--- src/hdl/id_config.svh ---
`ifndef ID_CONFIG_SVH
`define ID_CONFIG_SVH

// datapath widths
`define ID_WORD_W           32
`define ID_REG_ADDR_W       5

// primary opcodes, inst[31:26]
`define ID_OP_SPECIAL       6'b000000
`define ID_OP_ANDI          6'b001100
`define ID_OP_ORI           6'b001101
`define ID_OP_XORI          6'b001110
`define ID_OP_LUI           6'b001111
`define ID_OP_ADDI          6'b001000
`define ID_OP_ADDIU         6'b001001
`define ID_OP_SLTI          6'b001010
`define ID_OP_SLTIU         6'b001011

// function codes under SPECIAL, inst[5:0]
`define ID_FUNC_AND         6'b100100
`define ID_FUNC_OR          6'b100101
`define ID_FUNC_XOR         6'b100110
`define ID_FUNC_NOR         6'b100111
// sll with shamt zero is the nop encoding
`define ID_FUNC_SLL         6'b000000
`define ID_FUNC_SRL         6'b000010
`define ID_FUNC_SRA         6'b000011
`define ID_FUNC_SLLV        6'b000100
`define ID_FUNC_SRLV        6'b000110
`define ID_FUNC_SRAV        6'b000111
`define ID_FUNC_MOVN        6'b001011
`define ID_FUNC_MOVZ        6'b001010
`define ID_FUNC_ADD         6'b100000
`define ID_FUNC_ADDU        6'b100001
`define ID_FUNC_SUB         6'b100010
`define ID_FUNC_SUBU        6'b100011
`define ID_FUNC_SLT         6'b101010
`define ID_FUNC_SLTU        6'b101011

`endif

--- src/hdl/id_pkg.sv ---
`include "id_config.svh"

package id_pkg;

    // operand, immediate and result word
    typedef logic [`ID_WORD_W-1:0] word_t;

    // register file index
    typedef logic [`ID_REG_ADDR_W-1:0] reg_addr_t;

    typedef logic [`ID_WORD_W-1:0] inst_t;

    // result class picked by the execute stage
    typedef enum logic [2:0] {
        SEL_NOP   = 3'd0,
        SEL_LOGIC = 3'd1,
        SEL_SHIFT = 3'd2,
        SEL_MOVE  = 3'd3,
        SEL_ARITH = 3'd4
    } alu_sel_e;

    typedef enum logic [4:0] {
        OP_NOP  = 5'd0,
        OP_AND  = 5'd1,
        OP_OR   = 5'd2,
        OP_XOR  = 5'd3,
        OP_NOR  = 5'd4,
        OP_SLL  = 5'd5,
        OP_SRL  = 5'd6,
        OP_SRA  = 5'd7,
        OP_MOVN = 5'd8,
        OP_MOVZ = 5'd9,
        OP_ADD  = 5'd10,
        OP_ADDU = 5'd11,
        OP_SUB  = 5'd12,
        OP_SUBU = 5'd13,
        OP_SLT  = 5'd14,
        OP_SLTU = 5'd15
    } alu_op_e;

endpackage

--- src/hdl/id_itype_dec.sv ---
`timescale 1ns/1ps
`include "id_config.svh"

module id_itype_dec (
    input  id_pkg::inst_t     inst_i,
    output logic              hit_o,
    output id_pkg::alu_sel_e  alusel_o,
    output id_pkg::alu_op_e   aluop_o,
    output id_pkg::reg_addr_t waddr_o,
    output logic              wreg_o,
    output logic              reg1_read_o,
    output id_pkg::reg_addr_t reg1_addr_o,
    output logic              reg2_read_o,
    output id_pkg::reg_addr_t reg2_addr_o,
    output id_pkg::word_t     imm_o
);
    import id_pkg::*;

    logic [5:0]  op;
    logic [15:0] imm16;
    reg_addr_t   rs;
    reg_addr_t   rt;
    word_t       imm_zext;
    word_t       imm_sext;

    assign op    = inst_i[31:26];
    assign rs    = inst_i[25:21];
    assign rt    = inst_i[20:16];
    assign imm16 = inst_i[15:0];

    assign imm_zext = {{(`ID_WORD_W-16){1'b0}}, imm16};
    assign imm_sext = {{(`ID_WORD_W-16){imm16[15]}}, imm16};

    always_comb begin
        hit_o    = 1'b1;
        alusel_o = SEL_NOP;
        aluop_o  = OP_NOP;
        imm_o    = '0;

        case (op)
            `ID_OP_ANDI:  begin alusel_o = SEL_LOGIC; aluop_o = OP_AND;  imm_o = imm_zext; end
            `ID_OP_ORI:   begin alusel_o = SEL_LOGIC; aluop_o = OP_OR;   imm_o = imm_zext; end
            `ID_OP_XORI:  begin alusel_o = SEL_LOGIC; aluop_o = OP_XOR;  imm_o = imm_zext; end
            // or against rs, normally r0
            `ID_OP_LUI:   begin
                alusel_o = SEL_LOGIC;
                aluop_o  = OP_OR;
                imm_o    = {imm16, {(`ID_WORD_W-16){1'b0}}};
            end
            `ID_OP_ADDI:  begin alusel_o = SEL_ARITH; aluop_o = OP_ADD;  imm_o = imm_sext; end
            `ID_OP_ADDIU: begin alusel_o = SEL_ARITH; aluop_o = OP_ADDU; imm_o = imm_sext; end
            `ID_OP_SLTI:  begin alusel_o = SEL_ARITH; aluop_o = OP_SLT;  imm_o = imm_sext; end
            `ID_OP_SLTIU: begin alusel_o = SEL_ARITH; aluop_o = OP_SLTU; imm_o = imm_sext; end
            default:      hit_o = 1'b0;
        endcase
    end

    // every immediate form reads rs and writes rt
    assign wreg_o      = hit_o;
    assign waddr_o     = hit_o ? rt : '0;
    assign reg1_read_o = hit_o;
    assign reg1_addr_o = hit_o ? rs : '0;
    assign reg2_read_o = 1'b0;
    assign reg2_addr_o = '0;

endmodule

--- src/hdl/id_operand_stage.sv ---
`timescale 1ns/1ps

module id_operand_stage (
    input  logic              clk,
    input  logic              arst_n_i,
    input  logic              in_valid_i,
    output logic              in_ready_o,
    input  logic              out_ready_i,
    output logic              out_valid_o,

    input  logic              r_hit_i,
    input  id_pkg::alu_sel_e  r_alusel_i,
    input  id_pkg::alu_op_e   r_aluop_i,
    input  id_pkg::reg_addr_t r_waddr_i,
    input  logic              r_wreg_i,
    input  logic              r_reg1_read_i,
    input  id_pkg::reg_addr_t r_reg1_addr_i,
    input  logic              r_reg2_read_i,
    input  id_pkg::reg_addr_t r_reg2_addr_i,
    input  id_pkg::word_t     r_imm_i,

    input  logic              i_hit_i,
    input  id_pkg::alu_sel_e  i_alusel_i,
    input  id_pkg::alu_op_e   i_aluop_i,
    input  id_pkg::reg_addr_t i_waddr_i,
    input  logic              i_wreg_i,
    input  logic              i_reg1_read_i,
    input  id_pkg::reg_addr_t i_reg1_addr_i,
    input  logic              i_reg2_read_i,
    input  id_pkg::reg_addr_t i_reg2_addr_i,
    input  id_pkg::word_t     i_imm_i,

    input  id_pkg::word_t     reg1_data_i,
    input  id_pkg::word_t     reg2_data_i,
    output logic              reg1_read_o,
    output id_pkg::reg_addr_t reg1_addr_o,
    output logic              reg2_read_o,
    output id_pkg::reg_addr_t reg2_addr_o,

    output id_pkg::alu_sel_e  alusel_o,
    output id_pkg::alu_op_e   aluop_o,
    output id_pkg::word_t     reg1_data_o,
    output id_pkg::word_t     reg2_data_o,
    output id_pkg::reg_addr_t waddr_o,
    output logic              wreg_o,
    output logic              illegal_o
);
    import id_pkg::*;

    alu_sel_e  sel_alusel;
    alu_op_e   sel_aluop;
    reg_addr_t sel_waddr;
    logic      sel_wreg;
    word_t     sel_imm;
    word_t     op1;
    word_t     op2;
    logic      move_ok;
    logic      wreg_nxt;
    logic      illegal;
    logic      accept;

    // the decoders never hit together
    always_comb begin
        illegal     = 1'b0;
        sel_alusel  = SEL_NOP;
        sel_aluop   = OP_NOP;
        sel_waddr   = '0;
        sel_wreg    = 1'b0;
        reg1_read_o = 1'b0;
        reg1_addr_o = '0;
        reg2_read_o = 1'b0;
        reg2_addr_o = '0;
        sel_imm     = '0;
        if (r_hit_i) begin
            sel_alusel  = r_alusel_i;
            sel_aluop   = r_aluop_i;
            sel_waddr   = r_waddr_i;
            sel_wreg    = r_wreg_i;
            reg1_read_o = r_reg1_read_i;
            reg1_addr_o = r_reg1_read_i ? r_reg1_addr_i : '0;
            reg2_read_o = r_reg2_read_i;
            reg2_addr_o = r_reg2_read_i ? r_reg2_addr_i : '0;
            sel_imm     = r_imm_i;
        end else if (i_hit_i) begin
            sel_alusel  = i_alusel_i;
            sel_aluop   = i_aluop_i;
            sel_waddr   = i_waddr_i;
            sel_wreg    = i_wreg_i;
            reg1_read_o = i_reg1_read_i;
            reg1_addr_o = i_reg1_read_i ? i_reg1_addr_i : '0;
            reg2_read_o = i_reg2_read_i;
            reg2_addr_o = i_reg2_read_i ? i_reg2_addr_i : '0;
            sel_imm     = i_imm_i;
        end else begin
            illegal = 1'b1;
        end
    end

    assign op1 = reg1_read_o ? reg1_data_i : '0;
    assign op2 = reg2_read_o ? reg2_data_i : sel_imm;

    // conditional moves depend on the rt value
    always_comb begin
        case (sel_aluop)
            OP_MOVN: move_ok = (reg2_data_i != '0);
            OP_MOVZ: move_ok = (reg2_data_i == '0);
            default: move_ok = 1'b1;
        endcase
    end

    assign wreg_nxt = sel_wreg & move_ok;

    assign in_ready_o = ~out_valid_o | out_ready_i;
    assign accept     = in_valid_i & in_ready_o;

    always_ff @(posedge clk or negedge arst_n_i) begin
        if (!arst_n_i) begin
            out_valid_o <= 1'b0;
            alusel_o    <= SEL_NOP;
            aluop_o     <= OP_NOP;
            reg1_data_o <= '0;
            reg2_data_o <= '0;
            waddr_o     <= '0;
            wreg_o      <= 1'b0;
            illegal_o   <= 1'b0;
        end else if (accept) begin
            out_valid_o <= 1'b1;
            alusel_o    <= sel_alusel;
            aluop_o     <= sel_aluop;
            reg1_data_o <= op1;
            reg2_data_o <= op2;
            waddr_o     <= sel_waddr;
            wreg_o      <= wreg_nxt;
            illegal_o   <= illegal;
        end else if (out_ready_i) begin
            out_valid_o <= 1'b0;
        end
    end

endmodule

--- src/hdl/id_rtype_dec.sv ---
`timescale 1ns/1ps
`include "id_config.svh"

module id_rtype_dec (
    input  id_pkg::inst_t     inst_i,
    output logic              hit_o,
    output id_pkg::alu_sel_e  alusel_o,
    output id_pkg::alu_op_e   aluop_o,
    output id_pkg::reg_addr_t waddr_o,
    output logic              wreg_o,
    output logic              reg1_read_o,
    output id_pkg::reg_addr_t reg1_addr_o,
    output logic              reg2_read_o,
    output id_pkg::reg_addr_t reg2_addr_o,
    output id_pkg::word_t     imm_o
);
    import id_pkg::*;

    logic [5:0] op;
    logic [5:0] func;
    logic [4:0] shamt;
    reg_addr_t  rs;
    reg_addr_t  rt;
    reg_addr_t  rd;

    assign op    = inst_i[31:26];
    assign rs    = inst_i[25:21];
    assign rt    = inst_i[20:16];
    assign rd    = inst_i[15:11];
    assign shamt = inst_i[10:6];
    assign func  = inst_i[5:0];

    always_comb begin
        hit_o       = 1'b0;
        alusel_o    = SEL_NOP;
        aluop_o     = OP_NOP;
        waddr_o     = '0;
        wreg_o      = 1'b0;
        reg1_read_o = 1'b0;
        reg1_addr_o = '0;
        reg2_read_o = 1'b0;
        reg2_addr_o = '0;
        imm_o       = '0;

        if (op == `ID_OP_SPECIAL && shamt == 5'd0) begin
            hit_o = 1'b1;
            case (func)
                `ID_FUNC_AND:  begin alusel_o = SEL_LOGIC; aluop_o = OP_AND;  end
                `ID_FUNC_OR:   begin alusel_o = SEL_LOGIC; aluop_o = OP_OR;   end
                `ID_FUNC_XOR:  begin alusel_o = SEL_LOGIC; aluop_o = OP_XOR;  end
                `ID_FUNC_NOR:  begin alusel_o = SEL_LOGIC; aluop_o = OP_NOR;  end
                `ID_FUNC_SLLV: begin alusel_o = SEL_SHIFT; aluop_o = OP_SLL;  end
                `ID_FUNC_SRLV: begin alusel_o = SEL_SHIFT; aluop_o = OP_SRL;  end
                `ID_FUNC_SRAV: begin alusel_o = SEL_SHIFT; aluop_o = OP_SRA;  end
                `ID_FUNC_MOVN: begin alusel_o = SEL_MOVE;  aluop_o = OP_MOVN; end
                `ID_FUNC_MOVZ: begin alusel_o = SEL_MOVE;  aluop_o = OP_MOVZ; end
                `ID_FUNC_ADD:  begin alusel_o = SEL_ARITH; aluop_o = OP_ADD;  end
                `ID_FUNC_ADDU: begin alusel_o = SEL_ARITH; aluop_o = OP_ADDU; end
                `ID_FUNC_SUB:  begin alusel_o = SEL_ARITH; aluop_o = OP_SUB;  end
                `ID_FUNC_SUBU: begin alusel_o = SEL_ARITH; aluop_o = OP_SUBU; end
                `ID_FUNC_SLT:  begin alusel_o = SEL_ARITH; aluop_o = OP_SLT;  end
                `ID_FUNC_SLTU: begin alusel_o = SEL_ARITH; aluop_o = OP_SLTU; end
                // nop, nothing read or written
                `ID_FUNC_SLL:  ;
                default:       hit_o = 1'b0;
            endcase

            if (hit_o && alusel_o != SEL_NOP) begin
                wreg_o      = 1'b1;
                waddr_o     = rd;
                reg1_read_o = 1'b1;
                reg2_read_o = 1'b1;
                // variable shifts take the value from rt, the amount from rs
                reg1_addr_o = (alusel_o == SEL_SHIFT) ? rt : rs;
                reg2_addr_o = (alusel_o == SEL_SHIFT) ? rs : rt;
            end
        end else if (op == `ID_OP_SPECIAL) begin
            hit_o = 1'b1;
            alusel_o = SEL_SHIFT;
            case (func)
                `ID_FUNC_SLL: aluop_o = OP_SLL;
                `ID_FUNC_SRL: aluop_o = OP_SRL;
                `ID_FUNC_SRA: aluop_o = OP_SRA;
                default: begin
                    hit_o    = 1'b0;
                    alusel_o = SEL_NOP;
                end
            endcase

            if (hit_o) begin
                wreg_o      = 1'b1;
                waddr_o     = rd;
                reg1_read_o = 1'b1;
                reg1_addr_o = rt;
                imm_o       = {{(`ID_WORD_W-5){1'b0}}, shamt};
            end
        end
    end

endmodule

--- src/hdl/id_stage.sv ---
`timescale 1ns/1ps

module id_stage (
    input  logic              clk,
    input  logic              arst_n_i,
    input  logic              in_valid_i,
    input  id_pkg::inst_t     inst_i,
    output logic              in_ready_o,

    input  id_pkg::word_t     reg1_data_i,
    input  id_pkg::word_t     reg2_data_i,
    output logic              reg1_read_o,
    output id_pkg::reg_addr_t reg1_addr_o,
    output logic              reg2_read_o,
    output id_pkg::reg_addr_t reg2_addr_o,

    input  logic              out_ready_i,
    output logic              out_valid_o,
    output id_pkg::alu_sel_e  alusel_o,
    output id_pkg::alu_op_e   aluop_o,
    output id_pkg::word_t     reg1_data_o,
    output id_pkg::word_t     reg2_data_o,
    output id_pkg::reg_addr_t waddr_o,
    output logic              wreg_o,
    output logic              illegal_o
);
    import id_pkg::*;

    // R-type decoder fields
    logic      r_hit;
    alu_sel_e  r_alusel;
    alu_op_e   r_aluop;
    reg_addr_t r_waddr;
    logic      r_wreg;
    logic      r_reg1_read;
    reg_addr_t r_reg1_addr;
    logic      r_reg2_read;
    reg_addr_t r_reg2_addr;
    word_t     r_imm;

    // I-type decoder fields
    logic      i_hit;
    alu_sel_e  i_alusel;
    alu_op_e   i_aluop;
    reg_addr_t i_waddr;
    logic      i_wreg;
    logic      i_reg1_read;
    reg_addr_t i_reg1_addr;
    logic      i_reg2_read;
    reg_addr_t i_reg2_addr;
    word_t     i_imm;

    id_rtype_dec u_rtype_dec (
        .inst_i      (inst_i),
        .hit_o       (r_hit),
        .alusel_o    (r_alusel),
        .aluop_o     (r_aluop),
        .waddr_o     (r_waddr),
        .wreg_o      (r_wreg),
        .reg1_read_o (r_reg1_read),
        .reg1_addr_o (r_reg1_addr),
        .reg2_read_o (r_reg2_read),
        .reg2_addr_o (r_reg2_addr),
        .imm_o       (r_imm)
    );

    id_itype_dec u_itype_dec (
        .inst_i      (inst_i),
        .hit_o       (i_hit),
        .alusel_o    (i_alusel),
        .aluop_o     (i_aluop),
        .waddr_o     (i_waddr),
        .wreg_o      (i_wreg),
        .reg1_read_o (i_reg1_read),
        .reg1_addr_o (i_reg1_addr),
        .reg2_read_o (i_reg2_read),
        .reg2_addr_o (i_reg2_addr),
        .imm_o       (i_imm)
    );

    id_operand_stage u_operand_stage (
        .clk           (clk),
        .arst_n_i      (arst_n_i),
        .in_valid_i    (in_valid_i),
        .in_ready_o    (in_ready_o),
        .out_ready_i   (out_ready_i),
        .out_valid_o   (out_valid_o),
        .r_hit_i       (r_hit),
        .r_alusel_i    (r_alusel),
        .r_aluop_i     (r_aluop),
        .r_waddr_i     (r_waddr),
        .r_wreg_i      (r_wreg),
        .r_reg1_read_i (r_reg1_read),
        .r_reg1_addr_i (r_reg1_addr),
        .r_reg2_read_i (r_reg2_read),
        .r_reg2_addr_i (r_reg2_addr),
        .r_imm_i       (r_imm),
        .i_hit_i       (i_hit),
        .i_alusel_i    (i_alusel),
        .i_aluop_i     (i_aluop),
        .i_waddr_i     (i_waddr),
        .i_wreg_i      (i_wreg),
        .i_reg1_read_i (i_reg1_read),
        .i_reg1_addr_i (i_reg1_addr),
        .i_reg2_read_i (i_reg2_read),
        .i_reg2_addr_i (i_reg2_addr),
        .i_imm_i       (i_imm),
        .reg1_data_i   (reg1_data_i),
        .reg2_data_i   (reg2_data_i),
        .reg1_read_o   (reg1_read_o),
        .reg1_addr_o   (reg1_addr_o),
        .reg2_read_o   (reg2_read_o),
        .reg2_addr_o   (reg2_addr_o),
        .alusel_o      (alusel_o),
        .aluop_o       (aluop_o),
        .reg1_data_o   (reg1_data_o),
        .reg2_data_o   (reg2_data_o),
        .waddr_o       (waddr_o),
        .wreg_o        (wreg_o),
        .illegal_o     (illegal_o)
    );

endmodule

--- config.mk ---
export PLATFORM = sky130hd
export DESIGN_NAME = id_stage
export DESIGN_NICKNAME = d
export VERILOG_FILES = /design/src/hdl/id_pkg.sv /design/src/hdl/id_itype_dec.sv /design/src/hdl/id_operand_stage.sv /design/src/hdl/id_rtype_dec.sv /design/src/hdl/id_stage.sv
export VERILOG_INCLUDE_DIRS = /design/src /design/src/hdl
export SDC_FILE = /design/constraint.sdc
export NUM_CORES = 1
export LEC_CHECK = 0
export BUFFER_PORTS_ARGS = -buffer_cell sky130_fd_sc_hd__buf_2
export CAP_MARGIN = 0
export CORE_UTILIZATION = 46
export DETAILED_ROUTE_END_ITERATION = 7
export HOLD_SLACK_MARGIN = 0.03
export PLACE_DENSITY = 0.8
export REMOVE_ABC_BUFFERS = 1
export SLEW_MARGIN = 30
export SYNTH_ARGS = -nofsm -noshare
export SYNTH_HDL_FRONTEND = slang
export SYNTH_SLANG_ARGS = --single-unit
--- constraint.sdc ---
create_clock -name clk -period 1.9 [get_ports clk]
set_clock_uncertainty 0.1 [all_clocks]
set_input_delay 0.095 -clock clk [delete_from_list [all_inputs] [get_ports clk]]
set_output_delay 0.095 -clock clk [all_outputs]
set_load 0.1 [all_outputs]
==> impl_metrics.toml <==
[detailed_routing]
drcViolationCount = 0
dr_wl_met3_um = 1340
ant_nets = 0
drt-met1-wl_um = 5920
wl_met2_um = 8280
via_per_inst = 5.92
via_count = 4813
routed_wl_um = 16500
top_layer = "met4"
wire_per_inst_um = 20.3
drtIter0Drc = 344
first_pass_iters = 5

[layout]
fillers = 535
final_common_cell = "buf_2"
final_cell_mix = "177 x buf_2, 81 x nor2_1, 80 x dlygate4sd3_1"
drive_above_1_share = 0.383
nets = 802
area_growth_pct = 64.4

[sta]
setup_violations = 0
max-slew-margin-rel = 0.621
finalCritPeriodShare = 0.997
max_freq_mhz = 528
fin_ws_ns = 0.00553
setup_tns_ns = 0
final_hold_viol_count = 0
post-route-min-period_ns = 1.89
finalMaxSlewViolations = 0
tightestPinTransition_ns = 0.568

[synthesis]
async_flop_share = 1.00
yosysWarnings = 0
ys_types = 45
synth-main-ff-cell = "dfrtp_1"
syn_inst = 407
synth_edf_count = 0
synth_area_per_cell_um2 = 9.67
synthesis.area_um2 = 3930
seq_area_frac_synth = 0.503
ys_ff_latch = 79

[clock_network]
cts_tree = "yes"
cts-buffers-inserted = 9
clock-sinks = 79
cts_buffer_depth = 2
clock_latency_ns = 0.34
postCtsSetupBuffers = 0
htree_levels = 3
path_clk_slew_ns = 0.07
root_buffer = "clkbuf_8"

[floorplan]
coreArea_um2 = 8260
die_height_um = 94.5
dieArea_um2 = 8930
rows = 33
io_pins = 193
fp.dieW_um = 94.5
start_util = 0.476

[hold_path]
hp-class = "input pin to flop"
hold_start = "inst_i[4]"

[placed_design]
dp_worst_setup_slack_ns = -0.0289
port-buffer-count = 191
gp_congestion = 0.966
dp_hpwl_um = 10100

[critical_path]
worstPathMaxFanout = 4
worstSetupPathType = "input pin to output port"
r2r_cells = 4
crit_end = "reg1_addr_o[4]"
rr_startpoint = "u_operand_stage.out_valid_o"
rr_endpoint = "u_operand_stage.reg1_data_o[29]"
crit_path_start = "inst_i[2]"
ff2ff_setup_slack_ns = 0.21
critPathLaunchType = "input pin"
worstPathArrival_ns = 1.70
critPathRequiredTime_ns = 1.70
end_kind = "output port"

[pwr]
leakage_nw = 3.20
peakVddDrop_mv = 0.408
power_density_nw_per_um2 = 785

[grt]
antenna_found_initial = 1
grt_pass1_wl_um = 24400
grt_pass1_vias = 4714
grt_max_degree = 44
grt-ovfl-total = 0
grt_usage = 0.365

[run_status]
status = "finished clean"

[run]
drv_cap = 0
[how the worst min path moves through the flow]
stage,end,slack (ns),cells after the start
6_report,u_operand_stage.reg2_data_o[4],0.05,3
2_1_floorplan,u_operand_stage.aluop_o[0],-0.30,0
5_1_grt,u_operand_stage.reg2_data_o[2],0.05,3
3_3_place_gp,u_operand_stage.alusel_o[2],0.03,1
4_1_cts,u_operand_stage.reg2_data_o[4],0.03,3
3_5_place_dp,u_operand_stage.alusel_o[2],0.03,1
[metal layers]
layer,up-vias,global-route usage
li1,2101,-
met1,2296,0.421
met2,334,0.655
met3,82,0.0652
met4,0,0.170
met5,-,0
[registers in the layout, indices dropped and copies added (netlist names)]
register,cells
u_operand_stage.reg1_data_o,32
u_operand_stage.reg2_data_o,32
u_operand_stage.waddr_o,5
u_operand_stage.aluop_o,4
u_operand_stage.alusel_o,3
u_operand_stage.illegal_o,1
u_operand_stage.out_valid_o,1
u_operand_stage.wreg_o,1
[where the power goes]
| group | internal, mW | total [mW] | switching (mW) |
|---|---|---|---|
| clock network | 0.468 | 1.09 | 0.622 |
| registers | 1.82 | 1.91 | 0.0870 |
| logic | 0.480 | 2.08 | 1.60 |
| total | 2.77 | 5.08 | 2.31 |
[worst max-delay path, cell delays in order]
cell,delay (ns)
buf_2,0.11
or4_4,0.53
a21oi_4,0.16
and3_4,0.21
or2_4,0.17
a22o_1,0.22
buf_12,0.19
[area by class of cell]
cell class	instances	area, um2	area share
Timing Repair Buffer	318	2340	0.362
Sequential cell	79	1980	0.306
Multi-Input combinational cell	290	1840	0.284
Tap cell	105	131	0.0203
Clock buffer	10	128	0.0197
Clock inverter	6	37.5	0.00580
Inverter	4	15.0	0.00232
Antenna cell	1	2.50	0.000387
[metrics by stage]
step	total power, mW	hold slack [ns]	instances	utilization	cell area [um2]
2_1_floorplan	3.31	-0.301	373	-	3770
3_3_place_gp	3.81	0.0275	716	0.658	5430
3_5_place_dp	3.83	0.0261	716	0.658	5430
4_1_cts	5.03	0.0318	812	0.776	6400
5_1_grt	5.24	0.0499	813	0.783	6470
6_report	5.08	0.0542	813	0.783	6470
[logic make-up (layout without fill, tap and decap cells)]
kind of cell / Yosys count / after routing / synth area share
other: 1 / 2 / 0.000953
AO/OA/AOI/OAI: 125 / 125 / 0.255
buffers and inverters: 38 / 338 / 0.0455
AND/OR/NAND/NOR: 160 / 160 / 0.187
XOR/XNOR: 4 / 4 / 0.00891
flip-flops: 79 / 79 / 0.503
[what timing repair did]
item	4_1_cts	5_1_grt
pin swaps	0	5
setup endpoints to repair	4	11
gates resized for setup	2	11
hold endpoints to repair	113	0
hold buffers	80	0
[Yosys cell counts, drive strengths merged (2+ instances only)]
library cell,instances,share of area
dfrtp,79,0.50
and3,2,0.0032
or4,2,0.0048
and2,4,0.0064
nand2b,7,0.011
a21oi,10,0.018
nor2b,5,0.0080
nand2,28,0.027
or2,2,0.0032
o211ai,3,0.0057
nor2,83,0.079
nor3,3,0.0038
clkbuf,22,0.021
a32oi,4,0.0089
buf,12,0.021
xor2,3,0.0067
a22oi,5,0.0095
nor4,11,0.019
a221oi,31,0.069
o21ai,13,0.017
a31oi,8,0.013
nand3,5,0.0064
a22o,43,0.096
inv,4,0.0038
nand4,4,0.0064
Note: power is estimated with default switching activity, not from simulation.
